## src/logic/byte_bank.sv

```systemverilog
`timescale 1ns/1ps
`default_nettype none

module byte_bank #(
    parameter int DEPTH = 256
) (
    input  wire                     clk,
    input  wire [$clog2(DEPTH)-1:0] word_addr,
    input  wire                     we,
    input  wire [7:0]               wbyte,
    input  wire                     rd,
    output logic [7:0]              rbyte
);

    logic [7:0] mem [DEPTH];

    // ----------------------------------------------------------------------
    // write port
    // ----------------------------------------------------------------------

    always_ff @(posedge clk)
    begin
        if (we)
        begin
            mem[word_addr] <= wbyte;
        end
    end

    // ----------------------------------------------------------------------
    // read port
    // ----------------------------------------------------------------------

    // same-edge write lands after this sample, so a hit returns old data
    always_ff @(posedge clk)
    begin
        if (rd)
        begin
            rbyte <= mem[word_addr];   // held until the next read
        end
    end

endmodule

`default_nettype wire

```

## config.mk

```make
export PLATFORM = sky130hd
export DESIGN_NAME = byte_bank
export DESIGN_NICKNAME = d
export VERILOG_FILES = /design/src/logic/byte_bank.sv
export SDC_FILE = /design/constraint.sdc
export NUM_CORES = 2
export LEC_CHECK = 0
export BUFFER_PORTS_ARGS = -buffer_cell sky130_fd_sc_hd__buf_4
export CELL_PAD_IN_SITES_DETAIL_PLACEMENT = 2
export CELL_PAD_IN_SITES_GLOBAL_PLACEMENT = 2
export CORE_MARGIN = 2
export CORE_UTILIZATION = 25
export CTS_CLUSTER_DIAMETER = 40
export CTS_CLUSTER_SIZE = 14
export DETAILED_ROUTE_END_ITERATION = 10
export PLACE_DENSITY = 0.48
export SLEW_MARGIN = 10
export SYNTH_ARGS = -nofsm -noshare
export SYNTH_HDL_FRONTEND = slang
export SYNTH_SLANG_ARGS = --single-unit
```

## constraint.sdc

```tcl
create_clock -name clk -period 2.22 [get_ports clk]
set_input_delay 0.111 -clock clk [delete_from_list [all_inputs] [get_ports clk]]
set_output_delay 0.111 -clock clk [all_outputs]
set_load 0.05 [all_outputs]
```

==> results.cfg <==
[run_status]
status = complete, but fails checks
violations = negative setup slack

[logic_synthesis]
synth_top_family_by_area = multiplexers
synth_area_per_cell_sq_um = 22.2
yosysUniqueCellTypes = 21
netlist_instances = 3547
ys_warn_count = 0
syn-num-nets = 3566
synth_compound_area_share_pct = 3.62
yosys.area_share.simple_pct = 1.73
seq_area_frac_synth_pct = 78.6
synth.area.mux_share_pct = 14.7
ys_ff_latch = 2056
synth-xor-area-share_pct = 0
netlist_area_sq_mm = 0.0786
synthAdderAreaFrac_pct = 0

[clock_network]
cts.sinks = 2056
cts.path.max_buffers = 4
cts_max_level = 5
numCtsBuffers = 371
root_buffer = clkbuf_16
postCtsSetupBuffers = 0
cts_tree = done
clkTransAtPathRegs_ns = 0.05
clk_latency_ns = 0.93

[setup_path]
cp_max_fo = 1
path_buf_inv = 2
arrival_ns = 2.97
critPathLaunchType = flop
required_ns = 2.85
cp_slowest_cell = mux4_2
critPathMaxStageDelay_ns = 0.50
path_cells = mux4_2 > a22oi_2 > buf_6 > a21oi_2 > o41ai_4 > buf_6 > nand4_1
end_kind = flop
crit_path_frequent_cell = buf_6
crit_type = flop to flop
critPathTopFamily = compound AO/OA/AOI/OAI gates

[pwr]
clkPwrFrac_pct = 54.5
powerDensity_mw_per_mm2 = 1010
switching_share_pct = 23.0
peakVddDrop_uv = 559
internal_power_mw = 81.3
p_comb_share_pct = 4.8
power.net_switching_mw = 24.2
p_leak_nw = 33.7
sequentialPowerShare_pct = 40.7
power.total_mw = 106

[route]
wl_um = 252000
drt_pass1_iterations = 5
antenna_left = 0
drc = 0
drt_iter0_drc = 3414
num_vias = 41200
vias_per_cell = 4.59
wire_per_inst_um = 28.1

[layout]
fillCellCount = 30500
multi_input_area_sq_mm = 0.0170
final_layout_size_suffix_gt1_share_pct = 44.9
nNetsFinal = 4538
area_growth_pct = 33.3
register_area_sq_mm = 0.0617
post-route-util_pct = 33.5
design_area_sq_mm = 0.105

[timing]
tns_ns = -0.667
slew_headroom_pct = 29.6
setup_viol = 8
period_share_pct = 106
clock_skew_ns = 0.0407
worst_slew_pin_slew_ns = 1.05
finalHoldViolCount = 0
max_freq_mhz = 427
min_period_ns = 2.34
maxSlewViolCount = 0
rsz0062_at_grt = true
timing.final.ws_setup_ns = -0.123

[placement]
gp_congestion = 0.756
placed_area_sq_mm = 0.0907
portBuffers = 26
post-dp-hpwl_um = 165000
post-place-ws_ns = -1.37

[floorplanning]
io_pins = 27
rows = 205
core_sq_mm = 0.312
dieArea_sq_mm = 0.319
die_x_um = 565
die-height_um = 565
start_util_pct = 25.2

[grt]
grt_pass1_vias = 45500
overflow = 0
grt_max_degree = 88
grt_pass1_wl_um = 359000
antenna_found_initial = 10
grt_use_total_pct = 15.8

[flow_run]
cap_viol_max_count = 0

[hold_path]
hold_path.class = primary input to flop
## power groups by stage
| stage | sequential [mW] | combinational, mW | clock, mW |
|---|---|---|---|
| 2_1_floorplan | 43.7 | 1.91 | 0 |
| 3_3_place_gp | 43.7 | 4.87 | 0 |
| 3_5_place_dp | 43.7 | 4.94 | 0 |
| 4_1_cts | 42.9 | 5.13 | 58.8 |
| 5_1_grt | 42.9 | 5.39 | 60.3 |
| 6_report | 42.9 | 5.07 | 57.5 |
## synthesized netlist by cell type, drive strengths merged
library cell / number / area, sq um
a21oi: 128 / 641
a22oi: 256 / 1920
and2: 3 / 18.8
buf: 87 / 552
clkbuf: 145 / 544
edfxtp: 2056 / 61700
inv: 1 / 3.75
mux4: 512 / 11500
nand2: 28 / 105
nand2b: 6 / 37.5
nand3: 13 / 65.1
nand4: 8 / 50.1
nor2: 232 / 871
nor2b: 7 / 43.8
nor3: 30 / 150
o41ai: 32 / 280
or2: 2 / 12.5
or3: 1 / 6.26
## placed cells by master, fill, tap and decap left out, types with 13 or more instances in the layout
cell and instances:
clkinvlp_4 42, dlygate4sd3_1 13, buf_4 661, nor3_1 28, bufinv_16 44, clkbuf_1 24, a21oi_2 34, clkinv_2 54
edfxtp_1 2056, mux4_2 512, a22oi_2 87, nor2_1 201, a21oi_4 17, o41ai_2 22, buf_12 132, nand2_1 23
clkbuf_16 373, clkinv_4 38, inv_6 44, a22oi_1 169, clkinv_1 45, nor2_2 29, buf_6 15, a21oi_1 77
## per-layer routing
layer	wire, um	global-route usage (%)
met2	126000	26.8
met3	9610	2.21
met1	110000	21.1
met4	5960	4.14
met5	13	0
## state kept, by name (all words and copies together), names as in the netlist
signal and count:
mem 2048, rbyte 8
## area by class of cell
| class | instances | area share (%) |
|---|---|---|
| Sequential cell | 2056 | 59.0 |
| Multi-Input combinational cell | 1258 | 16.2 |
| Clock buffer | 397 | 9.00 |
| Timing Repair Buffer | 831 | 7.69 |
| Tap cell | 4140 | 4.95 |
| Clock inverter | 292 | 3.14 |
| Antenna cell | 3 | 0.00717 |
| Inverter | 1 | 0.00358 |
## final timing paths
path | startpoint | end | cells past startpoint | slack (ns)
max | mem[60][6]$_DFFE_PP_ | rbyte[6]$_DFFE_PP_ | 7 | -0.12
min | word_addr[2] | mem[146][6]$_DFFE_PP_ | 4 | 0.1
max reg2reg | mem[60][6]$_DFFE_PP_ | rbyte[6]$_DFFE_PP_ | 7 | -0.12
min reg2reg | mem[138][7]$_DFFE_PP_ | rbyte[7]$_DFFE_PP_ | 6 | 1.20
## cells by family after synthesis
group / after synthesis
multiplexers: 512
flip-flops: 2056
AO/OA/AOI/OAI: 416
buffers and inverters: 233
AND/OR/NAND/NOR: 330
## metrics by stage
step,instances,hold slack (ns)
floorplan,3547,0.210
global placement,8273,0.516
detailed placement,8273,0.507
CTS,8975,0.0215
global route,8977,0.0961
finish,8978,0.0975
## worst min-delay path, stage by stage
cell and delay [ns]:
buf_4 0.16, or2_2 0.28, nor3_2 0.08, buf_4 0.18
## timing repair
action,in CTS,in global routing
endpoints found under the setup margin,8,16
pin swaps,44,49
hold buffers,13,0
gates resized for setup,131,77
endpoints found under the hold margin,1901,0
Note: power is estimated with default switching activity, not from simulation.
