**config.mk**
```make
export PLATFORM = sky130hd
export DESIGN_NAME = store_align
export DESIGN_NICKNAME = d
export VERILOG_FILES = /design/src/logic/lsu_pkg.sv /design/src/logic/store_align.sv
export SDC_FILE = /design/constraint.sdc
export NUM_CORES = 1
export LEC_CHECK = 0
export BUFFER_PORTS_ARGS = -buffer_cell sky130_fd_sc_hd__buf_2
export CELL_PAD_IN_SITES_DETAIL_PLACEMENT = 1
export CELL_PAD_IN_SITES_GLOBAL_PLACEMENT = 1
export CORE_ASPECT_RATIO = 0.5
export CORE_MARGIN = 2
export CORE_UTILIZATION = 22
export DETAILED_ROUTE_END_ITERATION = 8
export GPL_TIMING_DRIVEN = 0
export PLACE_DENSITY = 0.93
export RECOVER_POWER = 25
export SETUP_SLACK_MARGIN = 0.2
export SYNTH_ARGS = -nofsm -noshare
export SYNTH_HDL_FRONTEND = slang
export SYNTH_SLANG_ARGS = --single-unit
```
**constraint.sdc**
```tcl
create_clock -name vclk -period 2.85
set_clock_uncertainty 0.2 [all_clocks]
set_input_delay 0 -clock vclk [all_inputs]
set_output_delay 0 -clock vclk [all_outputs]
set_load 0.02 [all_outputs]
```
**src/logic/lsu_pkg.sv**
```systemverilog
`default_nettype none

package lsu_pkg;

    // ----------------------------------------------------------------------
    // word geometry
    // ----------------------------------------------------------------------

    localparam int data_w = 32;

    // one byte per lane, little endian
    localparam int lanes = data_w / 8;

    // idle value on data outputs
    localparam logic [data_w-1:0] zero_word = '0;

    // ----------------------------------------------------------------------
    // access width of a load or store
    // ----------------------------------------------------------------------

    // 2'b11 is left free and decodes as no access
    typedef enum logic [1:0] {
        size_byte = 2'b00,
        size_half = 2'b01,
        size_word = 2'b10
    } access_size_t;

endpackage

`default_nettype wire

```
**src/logic/store_align.sv**
```systemverilog
`timescale 1ns/1ps
`default_nettype none

module store_align (
    input  wire [1:0]                  addr,        // byte offset within the word
    input  wire [lsu_pkg::data_w-1:0]  wdata,
    input  wire lsu_pkg::access_size_t size,
    input  wire                        wr,
    output logic [lsu_pkg::lanes-1:0]  lane_we,
    output logic [lsu_pkg::data_w-1:0] lane_wdata
);

    logic [lsu_pkg::lanes-1:0]  we_pattern;
    logic [lsu_pkg::data_w-1:0] data_placed;

    // ----------------------------------------------------------------------
    // size and offset decode
    // ----------------------------------------------------------------------

    always_comb
    begin
        we_pattern  = '0;
        data_placed = lsu_pkg::zero_word;
        case (size)
            lsu_pkg::size_byte:
            begin
                case (addr)
                    2'd0:
                    begin
                        we_pattern  = 4'b0001;
                        data_placed = {24'b0, wdata[7:0]};
                    end
                    2'd1:
                    begin
                        we_pattern  = 4'b0010;
                        data_placed = {16'b0, wdata[7:0], 8'b0};
                    end
                    2'd2:
                    begin
                        we_pattern  = 4'b0100;
                        data_placed = {8'b0, wdata[7:0], 16'b0};
                    end
                    default:
                    begin
                        we_pattern  = 4'b1000;
                        data_placed = {wdata[7:0], 24'b0};
                    end
                endcase
            end
            lsu_pkg::size_half:
            begin
                // addr[0] ignored, no misalign check
                if (addr[1])
                begin
                    we_pattern  = 4'b1100;
                    data_placed = {wdata[15:0], 16'b0};
                end
                else
                begin
                    we_pattern  = 4'b0011;
                    data_placed = {16'b0, wdata[15:0]};
                end
            end
            lsu_pkg::size_word:
            begin
                we_pattern  = 4'b1111;
                data_placed = wdata;
            end
            default:
            begin
                we_pattern  = '0;              // unused code, nothing written
                data_placed = lsu_pkg::zero_word;
            end
        endcase
    end

    // enables only live while the store strobe is up
    assign lane_we    = wr ? we_pattern : '0;
    assign lane_wdata = wr ? data_placed : lsu_pkg::zero_word;

endmodule

`default_nettype wire

```
==> results summary, run 1 <==
The flow ran to the end, and the final reports show no timing, DRC or antenna violations. The number of hold buffers added after CTS came out at 0. The sequential standard cell area is 0 µm². Buffers placed on the I/O ports in this run total 70. For this design the ratio of total power to cell area is 161 mW/mm². Routability-driven placement finished with a final weighted congestion of 0.843.

The number of buffers inserted to repair setup after CTS came out at 0. The clock network fraction of design power is 0%. The worst setup path is of the primary input to primary output kind. The antenna diode count is 0. The global routing met1 resource utilization is 24.7%.

After layout, the minimum clock period comes to 1510 ps. The non-filler instance count after layout is 210. In the final layout, the share of cells above drive strength 1 is 46.2%. The area of the multi-input gates is 533 µm². The die footprint came out at 0.00334 mm². Global routing used 19.1% of the available tracks across all layers. The iteration count of the initial detailed-routing pass is 4.

The floorplan die width is 79.8 µm. The placeable core region came out at 0.00267 mm². The busiest layer in global routing is met2. The initial antenna violation count is 0. The placed wire-length estimate came out at 2650 µm. The post-synth net total is 140.

The maximum number of pins on one net before global-route repair came out at 11. The leakage dissipation is 0.491 nW. The analysis attributes to net switching a power of 0.100 mW. Sequential cells were found to cover 0% of the synthesized design area. The average footprint of a synthesized cell came out at 6.13 µm². Setup repair after global routing left no endpoint under its margin. During synthesis, Yosys emitted a total of 0 warnings. The actual transition at the worst max-transition pin is 652 ps. The number of DRC markers in iteration 0 came out at 55.

The final routed wirelength across all metal layers is 3280 µm. The signal on the critical path passes through buf_6 > nand2b_1 > buf_4 > a21oi_1 > nor3b_1 > buf_2. The worst setup path is captured at a primary output.

The final hold violation count was 0. In the post-synthesis netlist, the biggest area contributors are sky130_fd_sc_hd__a21oi_1 (15%), sky130_fd_sc_hd__a32oi_1 (11%), sky130_fd_sc_hd__nand2_1 (11%). The remaining global-route overflow came out at 0. The synthesized netlist cell count came out at 103. The internal power of the cells is 0.0615 mW. The net count of the finished layout is 212.

The type of the worst min-delay path is primary input to primary output. The final critical-path share of the clock period is 53.0%. The commonest cells after synthesis are sky130_fd_sc_hd__a21oi_1 (19), sky130_fd_sc_hd__nand2_1 (18), sky130_fd_sc_hd__nor2_1 (10).

The number of cells upsized or downsized after cts is 0. The share of total power consumed by net switching is 62.0%. The biggest area contributor in the post-synthesis netlist is sky130_fd_sc_hd__a21oi_1. Compared with the post-synthesis result, the final layout area differs by 59.4%. For this run, global-route usage on met2 was measured as 34.1%.

The die boundary height came out at 41.9 µm. Of the post-synthesis cell area, the dominant cell type holds 15.0%. For this run, design rule violations remaining after detail routing come to 0. The setup violation total in the final timing report came out at 0. The highest ir drop seen on vdd is 0.0419 mV. For this run, the slowest stage of the critical path takes 540 ps. The arrival time of the worst setup path is 1310 ps.

The design draws 0.162 mW. The worst slew margin relative to its limit came out at 56.5%. The number of vias after detailed routing came out at 1097. The number of global-route vias before repair came out at 1111. The launching element type of the critical path is a primary input. The count of flip-flops and latches came out at 0. The final number of max-transition violations was 0. The number of fill cells is 391. After detailed placement, the design holds a cell count of 210.

The power share of the combinational group came out at 100.0%. The average wire per cell in the routed design came out at 15.6 µm. The first global-routing pass estimated 5340 µm of wire. The slowest stage of the critical path belongs to the cell sky130_fd_sc_hd__a21oi_1. The initial utilization of the core area, before any placement, comes to 23.7%. Summed over all failing endpoints, the final setup total negative slack is 0 ps. The met3 global-route usage is 1.52%.

The critical path required time is 2650 ps. Per report_power, the sequential group accounts for 0% of the total. The layout has 0 clock buffers. The total I/O pin count is 73. The number of distinct library cells after synthesis came out at 20. In this run the remaining antenna-violating nets after routing total 0. The most frequently used cell type in the post-synthesis netlist is sky130_fd_sc_hd__a21oi_1.

The maximum fanout encountered on the critical timing path came out at 10. The average vias per placed instance came out at 5.22. The synthesized area is 632 µm².

The count of standard-cell rows is 13. The highest attainable clock frequency came out at 0.662 GHz. The max-cap check violation count came out at 0.
power groups by stage:
stage	registers, mW	clock network (mW)	logic, mW
after global placement	0	0	0.160
after global routing	0	0	0.175
after floorplan	0	0	0.0968
after CTS	0	0	0.164
after detailed placement	0	0	0.164
final	0	0	0.162
path summary, 6_finish.rpt:
path | startpoint | endpoint | slack [ps] | depth (start not counted)
max | size[0] | lane_wdata[1] | 1340 | 6
min | wdata[20] | lane_wdata[20] | 170 | 4
per-stage QoR:
stage / util, % / cell area [µm²] / hold WS [ps] / worst slack (ps)
after floorplan: - / 632 / -27.1 / 1620
after global placement: 38.6 / 1030 / 156 / 1610
after detailed placement: 38.6 / 1030 / 169 / 1570
after CTS: 38.6 / 1030 / 170 / 1570
after global routing: 37.8 / 1010 / 202 / 1250
final: 37.8 / 1010 / 174 / 1340
metal layers:
metal	wire, µm	vias to the layer above
met4	67	0
met2	1750	19
met3	78	9
li1	-	522
met5	0	-
met1	1380	547
critical path: cells and delay by family:
family,cells,cell delay (ps)
buffers and inverters,3,480
AND/OR/NAND/NOR,2,290
AO/OA/AOI/OAI,1,540
area by class of cell:
class,instances,area share (%)
buffer,12,7.70
multi-input combinational,89,52.9
tap,37,4.60
timing repair buffer,70,34.0
inverter,2,0.745
logic make-up (layout without fill, tap and decap cells):
group	Yosys count	after routing	share of synthesized area [%]
AO/OA/AOI/OAI	46	46	46.1
buffers and inverters	14	84	13.9
AND/OR/NAND/NOR	43	43	40.0
layout by cell type, fill, tap and decap left out:
| cell | Yosys | routed |
|---|---|---|
| sky130_fd_sc_hd__o21ai_1 | 2 | 2 |
| sky130_fd_sc_hd__nor2_1 | 10 | 10 |
| sky130_fd_sc_hd__nand2_1 | 18 | 18 |
| sky130_fd_sc_hd__nor3b_1 | 8 | 8 |
| sky130_fd_sc_hd__nand2b_1 | 1 | 1 |
| sky130_fd_sc_hd__nor4b_4 | 1 | 1 |
| sky130_fd_sc_hd__and4bb_2 | 1 | 1 |
| sky130_fd_sc_hd__and3b_2 | 1 | 1 |
| sky130_fd_sc_hd__buf_2 | 7 | 69 |
| sky130_fd_sc_hd__buf_4 | 3 | 3 |
| sky130_fd_sc_hd__buf_6 | 2 | 2 |
| sky130_fd_sc_hd__a22oi_1 | 8 | 8 |
| sky130_fd_sc_hd__o21ai_0 | 8 | 8 |
| sky130_fd_sc_hd__nor3b_2 | 1 | 1 |
| sky130_fd_sc_hd__inv_1 | 2 | 2 |
| sky130_fd_sc_hd__nor2b_4 | 1 | 1 |
| sky130_fd_sc_hd__clkbuf_1 | 0 | 8 |
| sky130_fd_sc_hd__and2b_2 | 1 | 1 |
| sky130_fd_sc_hd__a32oi_1 | 8 | 8 |
| sky130_fd_sc_hd__a21oi_1 | 19 | 20 |
Note: power is estimated with default switching activity, not from simulation.
==> inputs of run 2 (changes only) <==
- CORE_UTILIZATION: 22 -> 21
- PLACE_DENSITY: 0.93 -> 0.9
- clock period: 2.85 -> 1.5 ns (I/O delays scaled with it)
==> results summary, run 2 (synthesis results as in run 1) <==
The run finished with clean final reports. During I/O placement, the number of pins put on the boundary was 73. At the pin with the least slew margin, the transition time is 434 ps. The die footprint came out at 0.00349 mm². The number of remaining DRC errors came out at 0. The setup violation total in the final timing report is 0. The internal power of the cells totals 0.122 mW. The floorplan step set the die height to 42.8 µm. The antenna diode count is 0. The iteration count of the initial detailed-routing pass came out at 4.

The final hold violation count is 0. At the worst endpoint, the arrival time is 1080 ps. The power share of the combinational group came out at 100.0%. After the last flow step, the layout net total stands at 213. The congestion estimate from routability-driven global placement came to 0.753. For this block, the routed nets add up to 3470 µm of wire.

The layout cell share with drive strength beyond 1 is 48.9%. The total of clock buffers placed in the layout is 0. The number of I/O port buffers is 70. The die is 81.6 µm wide.

At the worst endpoint, the required time is 1300 ps. The highest layer used for signal routing is met4. The placeable core region is 0.00272 mm². In this run the worst setup path begins at addr[1].

The type of the worst setup path is primary input to primary output. The detailed router finished its first iteration with 74 violations. The synthesis-to-layout area growth is 65.0%.

The net switching power came out at 0.197 mW. The count of standard-cell rows came out at 13. STA classifies the critical path startpoint as a primary input.

The commonest non-fill, non-tap cell in the layout is sky130_fd_sc_hd__buf_2. The worst setup path is captured at a primary output. Entering global routing, the biggest net connects 11 pins.

The average vias per placed instance came out at 5.20. The signal on the critical path passes through clkbuf_4 > nor3b_2 > o21ai_0 > a21oi_1 > buf_2. After routing, the total negative slack on setup checks comes to 0 ps. The sequential standard cell area is 0 µm².

The critical hold path startpoint is wdata[20]. The number of vias after detailed routing came out at 1098. In this run the remaining antenna-violating nets after routing total 0. The slowest stage of the critical path is the sky130_fd_sc_hd__nor3b_2 cell. The initial core utilization came out at 23.3%. The placed wire-length estimate is 2770 µm.

The number of hold buffers added after CTS is 0. The worst slew margin relative to its limit came out at 70.9%. The clock network accounts for 0% of the total power. After detailed routing, the met3 layer carries 98 µm of wire. Max-cap violations in this run came to 0.

The total global routing track utilization came out at 18.8%. In the layout the commonest cells are sky130_fd_sc_hd__buf_2 (67), sky130_fd_sc_hd__a21oi_1 (19), sky130_fd_sc_hd__nand2_1 (17). The final critical-path share of the clock period came out at 85.4%. Timing would allow up to 0.781 GHz. Sequential cells account for 0% of the total power. The power per standard cell area is 306 mW/mm². The routed metal-1 wire length came out at 1460 µm. The leakage dissipation is 0.504 nW. The fraction of the core area covered by cells at the end of the flow is 38.4%.

The worst hold path cell count came out at 4. The min-delay analysis places its worst path in the category primary input to primary output. The count of flip-flops and latches came out at 0. The routed design could run at a clock period as short as 1280 ps.

Of all nets on the critical path, the largest fanout is 8. The worst-case IR drop observed on VDD is 0.0685 mV. The remaining global-route overflow is 0. The final number of max-transition violations was 0. The delay of the slowest cell on the worst path is 400 ps. The most critical setup path has its endpoint at lane_wdata[13]. The first global-routing pass estimated 5240 µm of wire.

Dividing the detail-routed wire length by the instance count gives 16.5 µm. The number of fill cells came out at 386. The met2 routed wirelength is 1870 µm.

The number of global-route vias before repair was 996. The share of total power consumed by net switching is 61.6%. Setup repair after global routing could not meet its margin everywhere. The initial antenna violation count was 0.
run 2: changes by cell type in the layout (fill, tap and decap cells not counted), sizes merged:
| cell | change |
|---|---|
| clkbuf | +1 |
run 2: worst max-delay path: cells and delay by family:
kind / cells / cell delay, ps
AND/OR/NAND/NOR: 1 / 400
buffers and inverters: 2 / 350
AO/OA/AOI/OAI: 2 / 330
run 2: what timing repair did:
action,CTS,global route
gates resized for setup,0,7
buffers inserted,0,1
setup endpoints to repair,0,11
run 2: power by group through the flow:
stage | clock, mW | sequential [mW] | combinational, mW
floorplan | 0 | 0 | 0.184
global placement | 0 | 0 | 0.303
detailed placement | 0 | 0 | 0.312
CTS | 0 | 0 | 0.313
global route | 0 | 0 | 0.344
finish | 0 | 0 | 0.319
run 2: area by class of cell:
cell class	count	area [µm²]	share of cell area, %
Multi-Input combinational cell	89	552	52.9
Timing Repair Buffer	71	350	33.6
Buffer	12	86.3	8.28
Tap cell	37	46.3	4.44
Inverter	2	7.51	0.720
run 2: through the flow:
step           cells  hold slack [ps]  worst slack (ps)  area [µm²]  total power, mW
6_report         211              160               219        1040            0.319
3_3_place_gp     210              155               260        1030            0.303
3_5_place_dp     210              164               248        1030            0.312
4_1_cts          210              164               247        1030            0.313
5_1_grt          211              202               121        1040            0.344
2_1_floorplan    103            -27.1               265         632            0.184
run 2: worst min-delay path by stage:
| stage | slack [ps] | end |
|---|---|---|
| 2_1_floorplan | -30 | lane_wdata[10] |
| 3_3_place_gp | 160 | lane_wdata[22] |
| 3_5_place_dp | 160 | lane_wdata[22] |
| 4_1_cts | 160 | lane_wdata[22] |
| 5_1_grt | 200 | lane_wdata[18] |
| 6_report | 160 | lane_wdata[20] |
run 2: metal layers:
layer | track usage (%) | vias to the layer above
met5 | 0 | -
met3 | 0.213 | 6
met1 | 25.6 | 546
met2 | 34.3 | 20
li1 | - | 526
met4 | 2.00 | 0
==> inputs of run 3 (changes only) <==
- CELL_PAD_IN_SITES_DETAIL_PLACEMENT: 1 -> unset
- CELL_PAD_IN_SITES_GLOBAL_PLACEMENT: 1 -> unset
- CORE_ASPECT_RATIO: 0.5 -> unset
- CORE_UTILIZATION: 21 -> 36
- PLACE_DENSITY: 0.9 -> 0.91
==> results summary, run 3 (synthesis results as in run 1) <==
The run finished with clean final reports. The power per standard cell area is 303 mW/mm². The final number of max-transition violations came to 0. The average wire per cell in the routed design came out at 13.5 µm. The number of hold buffers added after CTS came out at 0. The critical path required time is 1300 ps. Based on the critical path, the design can be clocked at up to 0.778 GHz. The number of nets still failing antenna checks after routing came out at 0. Routability-driven placement finished with a final weighted congestion of 0.862. The iteration count of the initial detailed-routing pass is 4.

The final routed wirelength across all metal layers came out at 2580 µm. The number of buffers and inverters on the critical path is 2. The leakage dissipation is 0.505 nW. The final hold violation count came out at 0. The floorplan die width is 45.9 µm. Per report_power, the clock group accounts for 0% of the total. The worst setup path is captured at a primary output. The number of vias after detailed routing is 1050. The number of I/O port buffers is 70. The worst setup path is of the primary input to primary output kind. The worst slew margin relative to its limit is 70.5%. The placed wire-length estimate came out at 1940 µm. The worst hold path begins at wdata[22]. The worst setup path startpoint is addr[1]. The arrival time of the worst setup path came out at 1090 ps. The net switching power came out at 0.185 mW.

The initial antenna violation count is 0. The launching element type of the critical path is a primary input. The actual transition at the worst max-transition pin is 442 ps. The type of the worst min-delay path is primary input to primary output. The number of nets in the layout is 213.

The final-layout setup total negative slack is 0 ps. The number of DRC markers in iteration 0 came out at 40. The total I/O pin count is 73. Summing all flip-flop and latch instances after layout gives 0 µm². The delay of the slowest cell on the worst path is 330 ps. Across every metal layer, demand over resource in global routing totals 22.6%. In the finished design, the share of the clock period the worst path needs comes to 85.7%.

The die footprint is 0.00211 mm². The total of clock buffers placed in the layout is 0. The top cell types in the final layout, fill and taps aside, are sky130_fd_sc_hd__buf_2 (69), sky130_fd_sc_hd__a21oi_1 (19), sky130_fd_sc_hd__nand2_1 (17).

The synthesis-to-layout area growth came out at 60.0%. The number of remaining DRC errors came out at 0. Setup repair after global routing could not meet its margin everywhere. The layout cell share with drive strength beyond 1 is 48.9%.

The average vias per placed instance is 5.50. The remaining global-route overflow is 0. The final critical delay including setup and external delays is 1290 ps. The initial core utilization is 37.4%.

Among all stages on the critical path, the largest delay is contributed by sky130_fd_sc_hd__nor3b_4. Setup violations remaining at the end of the flow were counted as 0. The number of fill cells came out at 159. After floorplanning, the core was sized to cover 0.00169 mm². The maximum number of pins on one net before global-route repair is 11. The global-route wire length before repair came out at 3750 µm.

The count of flip-flops and latches is 0. The power share of the combinational group came out at 100.0%. The share of total power consumed by net switching is 60.4%. The final-layout worst hold slack is 158 ps.

The worst hold path cell count is 4. The internal power of the cells totals 0.121 mW. The library cell used most frequently in the layout, excluding fill and tap cells, is sky130_fd_sc_hd__buf_2. The max-cap check violation count came out at 0.

The post-layout worst setup margin came out at 214 ps. The count of cell instances traversed by the critical path came out at 5. VDD sags by at most 0.168 mV. Among cell families on the critical path, the largest total delay comes from compound AO/OA/AOI/OAI gates. The number of global-route vias before repair is 908.

The part of the power in registers came out at 0%. The count of standard-cell rows came out at 15. The signal on the critical path passes through clkbuf_4 > nor3b_4 > o21ai_0 > a21oi_1 > buf_2. The setup slack at placement is 230 ps. Along the worst path, the maximum fanout reaches 8. 0 antenna diodes ended up in the layout. The sum of internal, switching and leakage power is 0.306 mW. The die boundary height is 45.9 µm.
-- run 3: worst paths after layout --
kind,endpoint
worst max-delay path,lane_wdata[11]
worst min-delay path,lane_wdata[22]
-- run 3: metal layers --
layer	GRT usage (%)	wire, µm	part of all wire, %
met3	0	209	8.1
met1	29.3	1070	41
met4	0.571	0	0
met2	43.3	1300	50
met5	0	0	0
-- run 3: area by class of cell --
| class | instances | area (µm²) | area share (%) |
|---|---|---|---|
| buffer | 12 | 80.1 | 7.92 |
| inverter | 2 | 7.51 | 0.743 |
| tap | 17 | 21.3 | 2.10 |
| timing repair buffer | 71 | 352 | 34.8 |
| multi-input combinational | 89 | 551 | 54.5 |
-- run 3: timing repair --
item / CTS / global route
setup buffers: 0 / 1
endpoints found under the setup margin: 0 / 9
resized for setup: 0 / 5
-- run 3: power groups by stage --
stage          Sequential (mW)  Combinational (mW)  Clock [mW]
4_1_cts                      0               0.303           0
3_5_place_dp                 0               0.301           0
6_report                     0               0.306           0
5_1_grt                      0               0.333           0
2_1_floorplan                0               0.184           0
3_3_place_gp                 0               0.294           0
-- run 3: through the flow --
| step | utilization (%) | instance area [µm²] | instances |
|---|---|---|---|
| floorplan | - | 632 | 103 |
| detailed placement | 59.4 | 1000 | 190 |
| global placement | 59.4 | 1000 | 190 |
| finish | 59.9 | 1010 | 191 |
| global route | 59.9 | 1010 | 191 |
| CTS | 59.4 | 1000 | 190 |
