<file path="src/logic/lsu_pkg.sv">
`default_nettype none

package lsu_pkg;

    // ----------------------------------------------------------------------
    // word geometry
    // ----------------------------------------------------------------------

    localparam int data_w = 32;

    // one byte per lane, little endian
    localparam int lanes = data_w / 8;

    // idle value on data outputs
    localparam logic [data_w-1:0] zero_word = '0;

    // ----------------------------------------------------------------------
    // access width of a load or store
    // ----------------------------------------------------------------------

    // 2'b11 is left free and decodes as no access
    typedef enum logic [1:0] {
        size_byte = 2'b00,
        size_half = 2'b01,
        size_word = 2'b10
    } access_size_t;

endpackage

`default_nettype wire

</file>
<file path="src/logic/load_extract.sv">
`timescale 1ns/1ps
`default_nettype none

module load_extract (
    input  wire                        clk,
    input  wire                        rst_n,
    input  wire [1:0]                  offset,
    input  wire lsu_pkg::access_size_t size,
    input  wire                        unsigned_ld,
    input  wire [lsu_pkg::data_w-1:0]  lane_rdata,
    output logic [lsu_pkg::data_w-1:0] rdata
);

    lsu_pkg::access_size_t size_q;
    logic [1:0]            offset_q;
    logic                  unsigned_q;

    logic [7:0]  sel_byte;
    logic [15:0] sel_half;
    logic        fill_byte;
    logic        fill_half;

    // ----------------------------------------------------------------------
    // access attributes, aligned with the bank read data
    // ----------------------------------------------------------------------

    always_ff @(posedge clk)
    begin
        if (!rst_n)
        begin
            size_q     <= lsu_pkg::size_byte;
            offset_q   <= 2'd0;
            unsigned_q <= 1'b0;
        end
        else
        begin
            size_q     <= size;          // captured every edge
            offset_q   <= offset;
            unsigned_q <= unsigned_ld;
        end
    end

    // ----------------------------------------------------------------------
    // lane select
    // ----------------------------------------------------------------------

    always_comb
    begin
        case (offset_q)
            2'd0:    sel_byte = lane_rdata[7:0];
            2'd1:    sel_byte = lane_rdata[15:8];
            2'd2:    sel_byte = lane_rdata[23:16];
            default: sel_byte = lane_rdata[31:24];
        endcase
    end

    assign sel_half = offset_q[1] ? lane_rdata[31:16] : lane_rdata[15:0];

    // sign bit unless unsigned load
    assign fill_byte = sel_byte[7] & ~unsigned_q;
    assign fill_half = sel_half[15] & ~unsigned_q;

    // ----------------------------------------------------------------------
    // extension
    // ----------------------------------------------------------------------

    always_comb
    begin
        case (size_q)
            lsu_pkg::size_byte:
                rdata = {{24{fill_byte}}, sel_byte};
            lsu_pkg::size_half:
                rdata = {{16{fill_half}}, sel_half};
            lsu_pkg::size_word:
                rdata = lane_rdata;
            default:
                rdata = lsu_pkg::zero_word;
        endcase
    end

endmodule

`default_nettype wire

</file>
<file path="config.mk">
export PLATFORM = sky130hd
export DESIGN_NAME = load_extract
export DESIGN_NICKNAME = d
export VERILOG_FILES = /design/src/logic/lsu_pkg.sv /design/src/logic/load_extract.sv
export SDC_FILE = /design/constraint.sdc
export NUM_CORES = 1
export LEC_CHECK = 0
export ABC_AREA = 1
export BUFFER_PORTS_ARGS = -buffer_cell sky130_fd_sc_hd__buf_2
export CAP_MARGIN = 15
export CORE_UTILIZATION = 47
export CTS_BUF_LIST = sky130_fd_sc_hd__clkbuf_4 sky130_fd_sc_hd__clkbuf_8
export CTS_CLUSTER_DIAMETER = 30
export DETAILED_ROUTE_END_ITERATION = 8
export HOLD_SLACK_MARGIN = 0.06
export PLACE_DENSITY = 0.92
export SETUP_SLACK_MARGIN = 0.4
export SLEW_MARGIN = 20
export SYNTH_ARGS = -nofsm -noshare
export SYNTH_HDL_FRONTEND = slang
export SYNTH_SLANG_ARGS = --single-unit
</file>
<file path="constraint.sdc">
create_clock -name clk -period 3.55 [get_ports clk]
set_clock_uncertainty 0.2 [all_clocks]
set_input_delay 0.355 -clock clk [delete_from_list [all_inputs] [get_ports clk]]
set_output_delay 0.355 -clock clk [all_outputs]
set_load 0.02 [all_outputs]
</file>
==> reports/metrics.cfg, run 1 <==
[min_path]
hold_class = in2reg
hold_depth = 3
hp-start = offset[1]
hold_end = offset_q[1]

[final_layout]
area_delta_synth_final_pct = 30.9
diodes = 0
n_fill_cell = 238
fin_nets = 335
drive_gt1_share_pct = 28.8
final_cell_area_um2 = 1440

[flow_run]
drv_cap = 0

[die]
die_y_um = 50.4
core.rowCount = 17
coreArea_um2 = 2210
io_pins = 71
start_util_pct = 49.7
die-area_um2 = 2540
die_w_um = 50.4

[yosys]
ys_warn_count = 0
synth_edf_count = 0
synthXorXnorAreaFrac_pct = 0
syn-cell-area_um2 = 1100
yosys.area_share.adder_pct = 0
ys_ff_latch = 5
synth_compound_area_share_pct = 8.53
syn_nets = 270
synth_mux_area_share_pct = 0
seq_area_frac_synth_pct = 9.10
synthSimpleGateAreaFrac_pct = 60.4
synth_most_common_cell = nand2_1
synth_ff_type = dfxtp_1
synth_top_family_by_area = simple AND/OR/NAND/NOR gates
yosys.area.top_type_share_pct = 41.3
synth_cell_type_count = 17
synth_area_leaders = nand2_1 (41%), inv_1 (13%), nand3_1 (10%), dfxtp_1 (9.1%), a22oi_1 (5.5%)
yosysTopAreaCell = nand2_1
async_reset_ff_share_pct = 0
syn_avg_cell_area_um2 = 4.76
yosys-top-cells-count = nand2_1 (121), inv_1 (37), nand3_1 (23)
synthCells = 231

[pwr]
seq_power_share_pct = 17.8
p_comb_share_pct = 62.6
intPower_mw = 0.192
switching_power_mw = 0.181
powerDensity_nw_per_um2 = 259
max-vdd-ir-drop_uv = 206
leakagePower_nw = 1.04
swShare_pct = 48.5
clkPwrFrac_pct = 19.6

[sta]
slew_violations = 0
hold_viol = 0
timing.final.setup_violations = 0
min_period_over_period_pct = 70.1
fmax_mhz = 402
relSlewSlack_pct = 57.2
setup-tns-final_ns = 0
fin_crit_ns = 2.49
worst_slew_pin_slew_ns = 0.641
whs_ns = 0.0903
rsz0062_at_grt = no

[critical_path]
critPathCaptureType = output port
required_ns = 2.99
cp_max_fo = 19
path_cells = inv_4 -> nand2_1 -> nand2_1 -> nand3_2 -> nand2_1 -> inv_1 -> nand2_1 -> buf_2
cp_slowest_cell = dfxtp_1
worst_ep_arrival_time_ns = 1.93
max_stage_delay_ns = 0.72
crit_type = reg2out
cp_common_cell = nand2_1
start_kind = flip-flop

[clock_tree]
postCtsSetupBuffers = 0
clk_path_buf_depth = 2
root_buffer = clkbuf_4
cts_tree = done
cts_sinks = 5
ctsHtreeMaxLevel = 1
ctsResizeCount = 0
ctsHoldBuffers = 0
cts_buffers = 3
cts.clk_slew.worst_paths_ns = 0.04

[drt]
drc_errors = 0
viasPerCell = 4.71
routed_wl_um = 2830
first_pass_iters = 4
ant_nets = 0
drt_iter0_drc = 31
vias = 1521
routedWlPerCell_um = 8.75

[grt]
grt_pass1_vias = 1261
grt_max_degree = 30
overflow = 0
grt_pass1_wl_um = 4760
antenna_found_initial = 0
grt_use_total_pct = 23.8

[status]
status = finished, final reports clean

[placed_design]
routabilityCongestion = 0.857
place_area_um2 = 1410
portBuffers = 70
hpwl_um = 2210

[through the flow]
step           std cells  util [%]  worst slack, ns  power [mW]
3_5_place_dp         319      63.7             1.34       0.301
5_1_grt              323      65.1            0.813       0.410
6_report             323      65.1             1.06       0.373
4_1_cts              323      65.1             1.07       0.377
3_3_place_gp         319      63.7             1.39       0.299
2_1_floorplan        231         -             1.86       0.228
[per-layer routing]
layer  vias up  GRT usage [%]  wire (um)
li1        819              -          -
met1       632           27.9       1190
met2        65           42.2       1360
met3         5           2.42        218
met4         0           12.5         50
met5         -              0          0
[flip-flops by register name, summed over array words and instances, names as in the netlist]
name / count
size_q: 2
offset_q: 2
unsigned_q: 1
[layout make-up]
cell class                      count  area, um^2  area share (%)
Clock buffer                        4        30.0            2.09
Timing Repair Buffer               71         358            24.8
Multi-Input combinational cell    174         761            52.8
Inverter                           41         156            10.9
Tap cell                           28        35.0            2.43
Sequential cell                     5         100            6.95
[logic make-up (layout without fill, tap and decap cells)]
group                  Yosys count  count (layout)
buffers and inverters           52             116
DFF                              5               5
and+or+nand+nor                160             160
AOI/OAI and AO/OA               14              14
[layout by cell type, fill, tap and decap left out, types with 2 or more instances in the layout]
cell type	synthesis	routed
inv_1	37	37
o21ai_0	4	4
nor2_1	12	11
nand2_1	121	121
nand3_1	23	23
buf_2	5	70
nor2_4	2	2
a22oi_1	8	8
dfxtp_1	5	5
inv_2	3	3
clkbuf_4	0	4
[power by group through the flow]
stage                     sequential (mW)  combinational (mW)  clock (mW)
after floorplan                    0.0628               0.165           0
after global placement             0.0673               0.232           0
after detailed placement           0.0675               0.233           0
after CTS                          0.0665               0.234      0.0764
after global routing               0.0674               0.259      0.0833
final                              0.0666               0.234      0.0732
[worst max-delay path by stage]
stage	cells after the start	slack (ns)	start	to
global placement	8	1.39	offset_q[1]	rdata[23]
detailed placement	8	1.34	offset_q[1]	rdata[27]
finish	8	1.06	offset_q[1]	rdata[26]
floorplan	7	1.86	offset_q[0]	rdata[18]
CTS	8	1.07	offset_q[1]	rdata[27]
global route	8	0.81	offset_q[1]	rdata[22]
[critical path, delay by kind of cell (launching register included)]
kind          cells  cell delay [ns]
flops             1             0.72
buf+inv           3             0.42
simple gates      5             0.54
Power figures use the tool's default switching activity.
==> run 2: changes to the inputs <==
--- a/config.mk
+++ b/config.mk
@@ -8,12 +8,12 @@
 export ABC_AREA = 1
 export BUFFER_PORTS_ARGS = -buffer_cell sky130_fd_sc_hd__buf_2
 export CAP_MARGIN = 15
-export CORE_UTILIZATION = 47
+export CORE_UTILIZATION = 40
 export CTS_BUF_LIST = sky130_fd_sc_hd__clkbuf_4 sky130_fd_sc_hd__clkbuf_8
 export CTS_CLUSTER_DIAMETER = 30
 export DETAILED_ROUTE_END_ITERATION = 8
 export HOLD_SLACK_MARGIN = 0.06
-export PLACE_DENSITY = 0.92
+export PLACE_DENSITY = 0.83
 export SETUP_SLACK_MARGIN = 0.4
 export SLEW_MARGIN = 20
 export SYNTH_ARGS = -nofsm -noshare
==> constraint.sdc (replaced) <==
create_clock -name clk -period 2.25 [get_ports clk]
set_clock_uncertainty 0.2 [all_clocks]
set_input_delay 0.225 -clock clk [delete_from_list [all_inputs] [get_ports clk]]
set_output_delay 0.225 -clock clk [all_outputs]
set_load 0.02 [all_outputs]
==> run 2 against run 1 <==
  * Global-route usage rose by 6.4 points
  * Final cell count rose by 11%
  * Worst setup slack worse by 0.78 ns
  * Non-clock buffer count increased by 30
  * First-iteration DRC count grew to 4.7 times the previous value
  * Critical path type unchanged
  * Largest power group unchanged
  * Highest routed layer unchanged
==> reports/metrics.cfg, run 2 (same netlist as run 1, synthesis figures left out) <==
[critical_path]
cp_slowest_cell = dfxtp_4  ; was dfxtp_1
cp_max_fo = 6  ; was 19
cp_common_cell = buf_6  ; was nand2_1
crit_type = reg2out  ; unchanged
start_kind = flip-flop  ; unchanged
required_ns = 1.82  ; was 2.99 ns
path_delay_family = buffers and inverters  ; was flip-flops
critPathCaptureType = output port  ; unchanged
worst_ep_arrival_time_ns = 1.54  ; was 1.93 ns
max_stage_delay_ns = 0.37  ; was 0.72 ns
path_cells = buf_6 -> o21ai_2 -> nand3_2 -> buf_6 -> nand3_4 -> nand2_1 -> buf_6  ; was inv_4 -> nand2_1 -> nand2_1 -> nand3_2 -> nand2_1 -> inv_1 -> nand2_1 -> buf_2
worst-path-buf-inv = 3  ; unchanged

[drt]
vias = 2014  ; was 1521
routed_wl_um = 5540  ; was 2830 um
viasPerCell = 5.61  ; was 4.71
drt_iter0_drc = 146  ; was 31
drc_errors = 0  ; unchanged
ant_nets = 0  ; unchanged
routedWlPerCell_um = 15.4  ; was 8.75 um
first_pass_iters = 5  ; was 4

[status]
status = finished, final reports clean  ; unchanged

[sta]
worst_slew_pin_slew_ns = 0.399  ; was 0.641 ns
relSlewSlack_pct = 73.1  ; was 57.2%
slew_violations = 0  ; unchanged
fmax_mhz = 509
rsz0062_at_grt = yes  ; was no
setup-tns-final_ns = 0  ; unchanged
min_period_over_period_pct = 87.3
fin_crit_ns = 1.96
timing.final.setup_violations = 0  ; unchanged
hold_viol = 0  ; unchanged

[final_layout]
final_cell_area_um2 = 2150  ; was 1440 um^2
diodes = 0  ; unchanged
mostFrequentLayoutCells = nand2_1 (96), buf_2 (42), inv_1 (35), buf_6 (25), nand2_2 (24)  ; was nand2_1 (121), buf_2 (70), inv_1 (37), nand3_1 (23), nor2_1 (11)
n_fill_cell = 140  ; was 238
area_delta_synth_final_pct = 95.9  ; was 30.9%
reg_top3 = offset_q (2), size_q (2), unsigned_q (1)  ; unchanged
fin_nets = 369  ; was 335
final_common_cell = nand2_1  ; unchanged
drive_gt1_share_pct = 45.3  ; was 28.8%

[placed_design]
routabilityCongestion = 0.845  ; was 0.857
place_area_um2 = 1440  ; was 1410 um^2
portBuffers = 70  ; unchanged
hpwl_um = 2350  ; was 2210 um

[clock_tree]
cts_buffers = 3  ; unchanged
cts.clk_slew.worst_paths_ns = 0.04  ; about the same
ctsHtreeMaxLevel = 1  ; unchanged
root_buffer = clkbuf_4  ; unchanged
clk_path_buf_depth = 2  ; unchanged
cts_tree = done  ; unchanged
cts_sinks = 5  ; unchanged

[pwr]
max-vdd-ir-drop_uv = 407  ; was 206 uV
leakagePower_nw = 1.27  ; was 1.04 nW
powerDensity_nw_per_um2 = 385  ; was 259 nW/um^2

[die]
die_y_um = 54.4  ; was 50.4 um
core.rowCount = 18  ; was 17
io_pins = 71  ; unchanged
die_w_um = 54.4  ; was 50.4 um
coreArea_um2 = 2540  ; was 2210 um^2
start_util_pct = 43.2  ; was 49.7%
die-area_um2 = 2960  ; was 2540 um^2

[grt]
grt_pass1_wl_um = 6440  ; was 4760 um
grt_pass1_vias = 1544  ; was 1261
overflow = 0  ; unchanged
grt_max_degree = 30  ; unchanged
antenna_found_initial = 0  ; unchanged
grt_use_total_pct = 30.2  ; was 23.8%

[flow_run]
drv_cap = 0  ; unchanged

[min_path]
hold_class = in2reg  ; unchanged

run 2: changes by cell type in the layout (fill, tap and decap cells not counted), moves of 5 or more:
cell           change
buf_6             +25
buf_4             +17
nand3_4            +5
nand3_1            -5
nand2_1           -25
buf_2             -28
dlygate4sd3_1     +10
nand2_2           +24
run 2: worst min-delay path, delay by kind of cell:
| kind | cells | cell delay, ns |
|---|---|---|
| simple gates | 1 | 0.05 |
| buf+inv | 3 | 0.68 |
run 2: through the flow:
| stage | utilization (%) | power, mW | setup WS, ns | hold WS [ns] | std cells |
|---|---|---|---|---|---|
| final | 84.7 | 0.829 | 0.286 | 0.555 | 359 |
| after global routing | 84.7 | 0.874 | 0.246 | 0.589 | 359 |
| after CTS | 68.5 | 0.664 | 0.401 | 0.554 | 349 |
| after detailed placement | 56.4 | 0.481 | 0.312 | 0.209 | 324 |
| after global placement | 56.4 | 0.478 | 0.369 | 0.208 | 324 |
| after floorplan | - | 0.360 | 0.692 | 0.118 | 231 |
run 2: timing repair:
item                                    4_1_cts  5_1_grt
setup buffers                                 7        9
hold buffers                                 10        0
gates resized for setup                      18       96
hold endpoints to repair                      5        0
endpoints found under the setup margin       32       32
pin swaps                                     6       14
cloned                                        4        1
run 2: routing by layer:
metal	vias to the layer above	share of wire [%]	GRT usage [%]
met1	887	33	32.0
li1	904	-	-
met2	186	50	50.2
met5	-	0	0
met4	0	5.3	22.6
met3	37	12	8.89
run 2: layout make-up:
type                    instances  area (um^2)  share of cell area [%]
repair buffers                101          847                    39.3
well taps                      30         37.5                    1.74
multi-input cells             178          958                    44.5
clock buffers                   4         30.0                    1.39
flip-flops and latches          5          115                    5.34
inverters                      41          166                    7.72
run 2: report_power, final:
part           internal, mW  total, mW  switching, mW
registers            0.0921      0.101        0.00913
clock network        0.0792      0.118         0.0392
logic                 0.270      0.610          0.340
run 2: final timing paths:
check / cells after the start / to / slack (ns) / start
min: 4 / offset_q[0] / 0.56 / rst_n
max: 7 / rdata[29] / 0.29 / offset_q[1]
==> run 3: changes to the inputs <==
--- a/config.mk
+++ b/config.mk
@@ -8,12 +8,14 @@
 export ABC_AREA = 1
 export BUFFER_PORTS_ARGS = -buffer_cell sky130_fd_sc_hd__buf_2
 export CAP_MARGIN = 15
-export CORE_UTILIZATION = 40
+export CELL_PAD_IN_SITES_DETAIL_PLACEMENT = 1
+export CELL_PAD_IN_SITES_GLOBAL_PLACEMENT = 1
+export CORE_UTILIZATION = 23
 export CTS_BUF_LIST = sky130_fd_sc_hd__clkbuf_4 sky130_fd_sc_hd__clkbuf_8
 export CTS_CLUSTER_DIAMETER = 30
 export DETAILED_ROUTE_END_ITERATION = 8
 export HOLD_SLACK_MARGIN = 0.06
-export PLACE_DENSITY = 0.83
+export PLACE_DENSITY = 0.81
 export SETUP_SLACK_MARGIN = 0.4
 export SLEW_MARGIN = 20
 export SYNTH_ARGS = -nofsm -noshare
==> run 3 against run 2 <==
  * The run now ends with DRC left
  * Count of clock-buffer cells in the layout unchanged
  * Combinational power down 18%
  * Critical endpoint is now rdata[2]
  * Worst hold slack worse by 0.50 ns
  * Final cell count up 3.6%
  * Routed wire length down 2.3%
  * Via count down 9.0%
  * Largest cell class unchanged
  * Critical path type unchanged
  * Critical path depth unchanged
  * First-iteration DRC count down 54%
  * Die area up 71%
  * Flip-flop and latch count unchanged
==> reports/metrics.cfg, run 3 (same netlist as run 1, synthesis figures left out) <==
[grt]
grt_max_degree = 30  ; unchanged
grt_pass1_vias = 1843  ; was 1544
overflow = 0  ; unchanged
antenna_found_initial = 0  ; unchanged
grt_use_total_pct = 20.0  ; was 30.2%
grt_pass1_wl_um = 8030  ; was 6440 um

[final_layout]
n_fill_cell = 636  ; was 140
reg_top3 = offset_q (2), size_q (2), unsigned_q (1)  ; unchanged
area_delta_synth_final_pct = 74.3  ; was 95.9%
fin_nets = 360  ; was 369
final_cell_area_um2 = 1920  ; was 2150 um^2
multi_input_area_um2 = 887  ; was 958 um^2
drive_gt1_share_pct = 35.6  ; was 45.3%
mostFrequentLayoutCells = nand2_1 (120), buf_2 (56), inv_1 (36), nand3_1 (22), buf_4 (22)  ; was nand2_1 (96), buf_2 (42), inv_1 (35), buf_6 (25), nand2_2 (24)
final_common_cell = nand2_1  ; unchanged
diodes = 0  ; unchanged
regArea_um2 = 113  ; was 115 um^2

[min_path]
hold_class = in2reg  ; unchanged
hold_depth = 3  ; was 4

[clock_tree]
clk_path_buf_depth = 2  ; unchanged
cts_tree = done  ; unchanged
ctsHtreeMaxLevel = 1  ; unchanged
root_buffer = clkbuf_8  ; was clkbuf_4
cts_sinks = 5  ; unchanged
cts.clk_slew.worst_paths_ns = 0.04  ; about the same
cts_buffers = 3  ; unchanged

[pwr]
p_comb_share_pct = 63.9  ; was 73.5%
seq_power_share_pct = 13.1  ; was 12.2%
switching_power_mw = 0.362  ; was 0.388 mW
clkPwrFrac_pct = 23.1  ; was 14.3%
intPower_mw = 0.424  ; was 0.441 mW
leakagePower_nw = 1.20  ; was 1.27 nW
swShare_pct = 46.0  ; was 46.8%
p_total_mw = 0.786  ; was 0.829 mW
powerDensity_nw_per_um2 = 410  ; was 385 nW/um^2
max-vdd-ir-drop_uv = 331  ; was 407 uV

[critical_path]
crit_type = reg2out  ; unchanged
cp-startpoint = offset_q[1]  ; unchanged
cp_max_fo = 9  ; was 6
worst_ep_arrival_time_ns = 1.47  ; was 1.54 ns
start_kind = flip-flop  ; unchanged
endpoint = rdata[2]  ; was rdata[29]
cp_slowest_cell = dfxtp_4  ; unchanged
required_ns = 1.82  ; about the same
critPathCaptureType = output port  ; unchanged
max_stage_delay_ns = 0.43  ; was 0.37 ns
cp_common_cell = nand2_1  ; was buf_6
path_cells = buf_4 -> nand2_1 -> nand2_1 -> nand2_1 -> nand3_1 -> nand3_1 -> buf_2  ; was buf_6 -> o21ai_2 -> nand3_2 -> buf_6 -> nand3_4 -> nand2_1 -> buf_6

[drt]
routedWlPerCell_um = 14.5  ; was 15.4 um
first_pass_iters = 6  ; was 5
vias = 1832  ; was 2014
ant_nets = 0  ; unchanged
routed_wl_um = 5410  ; was 5540 um
drt_iter0_drc = 67  ; was 146
drc_errors = 5  ; was 0
viasPerCell = 4.92  ; was 5.61

[status]
violations = DRC
status = finished with violations  ; was finished, final reports clean

[placed_design]
hpwl_um = 3280  ; was 2350 um
routabilityCongestion = 0.756  ; was 0.845
place_area_um2 = 1460  ; was 1440 um^2
dp_slack_ns = 0.291  ; was 0.312 ns
portBuffers = 70  ; unchanged

[sta]
worst_slew_pin_slew_ns = 0.269  ; was 0.399 ns
fin_crit_ns = 1.90  ; was 1.96 ns
setup_ws_ns = 0.352  ; was 0.286 ns
whs_ns = 0.0584  ; was 0.555 ns
timing.final.setup_violations = 0  ; unchanged
fmax_mhz = 527  ; was 509 MHz
slew_violations = 0  ; unchanged
relSlewSlack_pct = 82.1  ; was 73.1%
min_period_over_period_pct = 84.4  ; was 87.3%
rsz0062_at_grt = yes  ; unchanged
hold_viol = 0  ; unchanged
setup-tns-final_ns = 0  ; unchanged

[flow_run]
drv_cap = 0  ; unchanged

[die]
io_pins = 71  ; unchanged
coreArea_um2 = 4470  ; was 2540 um^2
die_y_um = 71.2  ; was 54.4 um
core.rowCount = 24  ; was 18
die-area_um2 = 5060  ; was 2960 um^2
start_util_pct = 24.6  ; was 43.2%
die_w_um = 71.2  ; was 54.4 um

## run 3: cell count changes in the layout (fill, tap and decap cells not counted), moves of 5 or more
| cell | previous run | this run |
|---|---|---|
| buf_2 | 42 | 56 |
| buf_6 | 25 | 4 |
| nand2_1 | 96 | 120 |
| nand2_2 | 24 | 0 |
| nand3_2 | 5 | 0 |
## run 3: cell type report
| type | count | share of cell area, % |
|---|---|---|
| Timing Repair Buffer | 92 | 32.9 |
| Clock buffer | 4 | 2.55 |
| Multi-Input combinational cell | 178 | 46.3 |
| Inverter | 41 | 9.01 |
| Sequential cell | 5 | 5.87 |
| Tap cell | 52 | 3.39 |
## run 3: critical path: cells and delay by family, from the launching register on
family	cells	cell delay (ns)
buffers and inverters	2	0.37
flip-flops	1	0.43
AND/OR/NAND/NOR	5	0.46
## run 3: how the worst min path moves through the flow
stage / from / end / slack, ns
2_1_floorplan: rst_n / offset_q[0] / 0.12
3_3_place_gp: offset[0] / offset_q[0] / 0.21
3_5_place_dp: unsigned_ld / unsigned_q / 0.22
4_1_cts: rst_n / offset_q[0] / 0.06
5_1_grt: rst_n / offset_q[0] / 0.08
6_report: rst_n / offset_q[0] / 0.06
## run 3: metrics by stage
step / utilization (%) / cells
6_report: 42.8 / 372
3_3_place_gp: 32.7 / 346
3_5_place_dp: 32.7 / 346
4_1_cts: 39.1 / 367
5_1_grt: 42.8 / 372
2_1_floorplan: - / 231
## run 3: what timing repair did
item,CTS,global route
hold buffers,7,0
buffers inserted,6,3
gates resized for setup,21,30
pin swaps,8,7
cloned,4,2
endpoints found under the hold margin,5,0
setup endpoints to repair,32,32
## run 3: power by group through the flow
stage / registers, mW / clock network (mW) / logic [mW]
finish: 0.103 / 0.181 / 0.502
global route: 0.104 / 0.199 / 0.543
CTS: 0.103 / 0.184 / 0.448
detailed placement: 0.103 / 0 / 0.394
global placement: 0.103 / 0 / 0.386
floorplan: 0.0990 / 0 / 0.261
## run 3: metal layers
layer,vias to the layer above,share of wire [%],global-route usage [%]
met5,-,0,0
li1,883,-,-
met3,12,4.2,2.28
met2,60,54,39.2
met1,877,40,21.8
met4,0,1.9,7.33
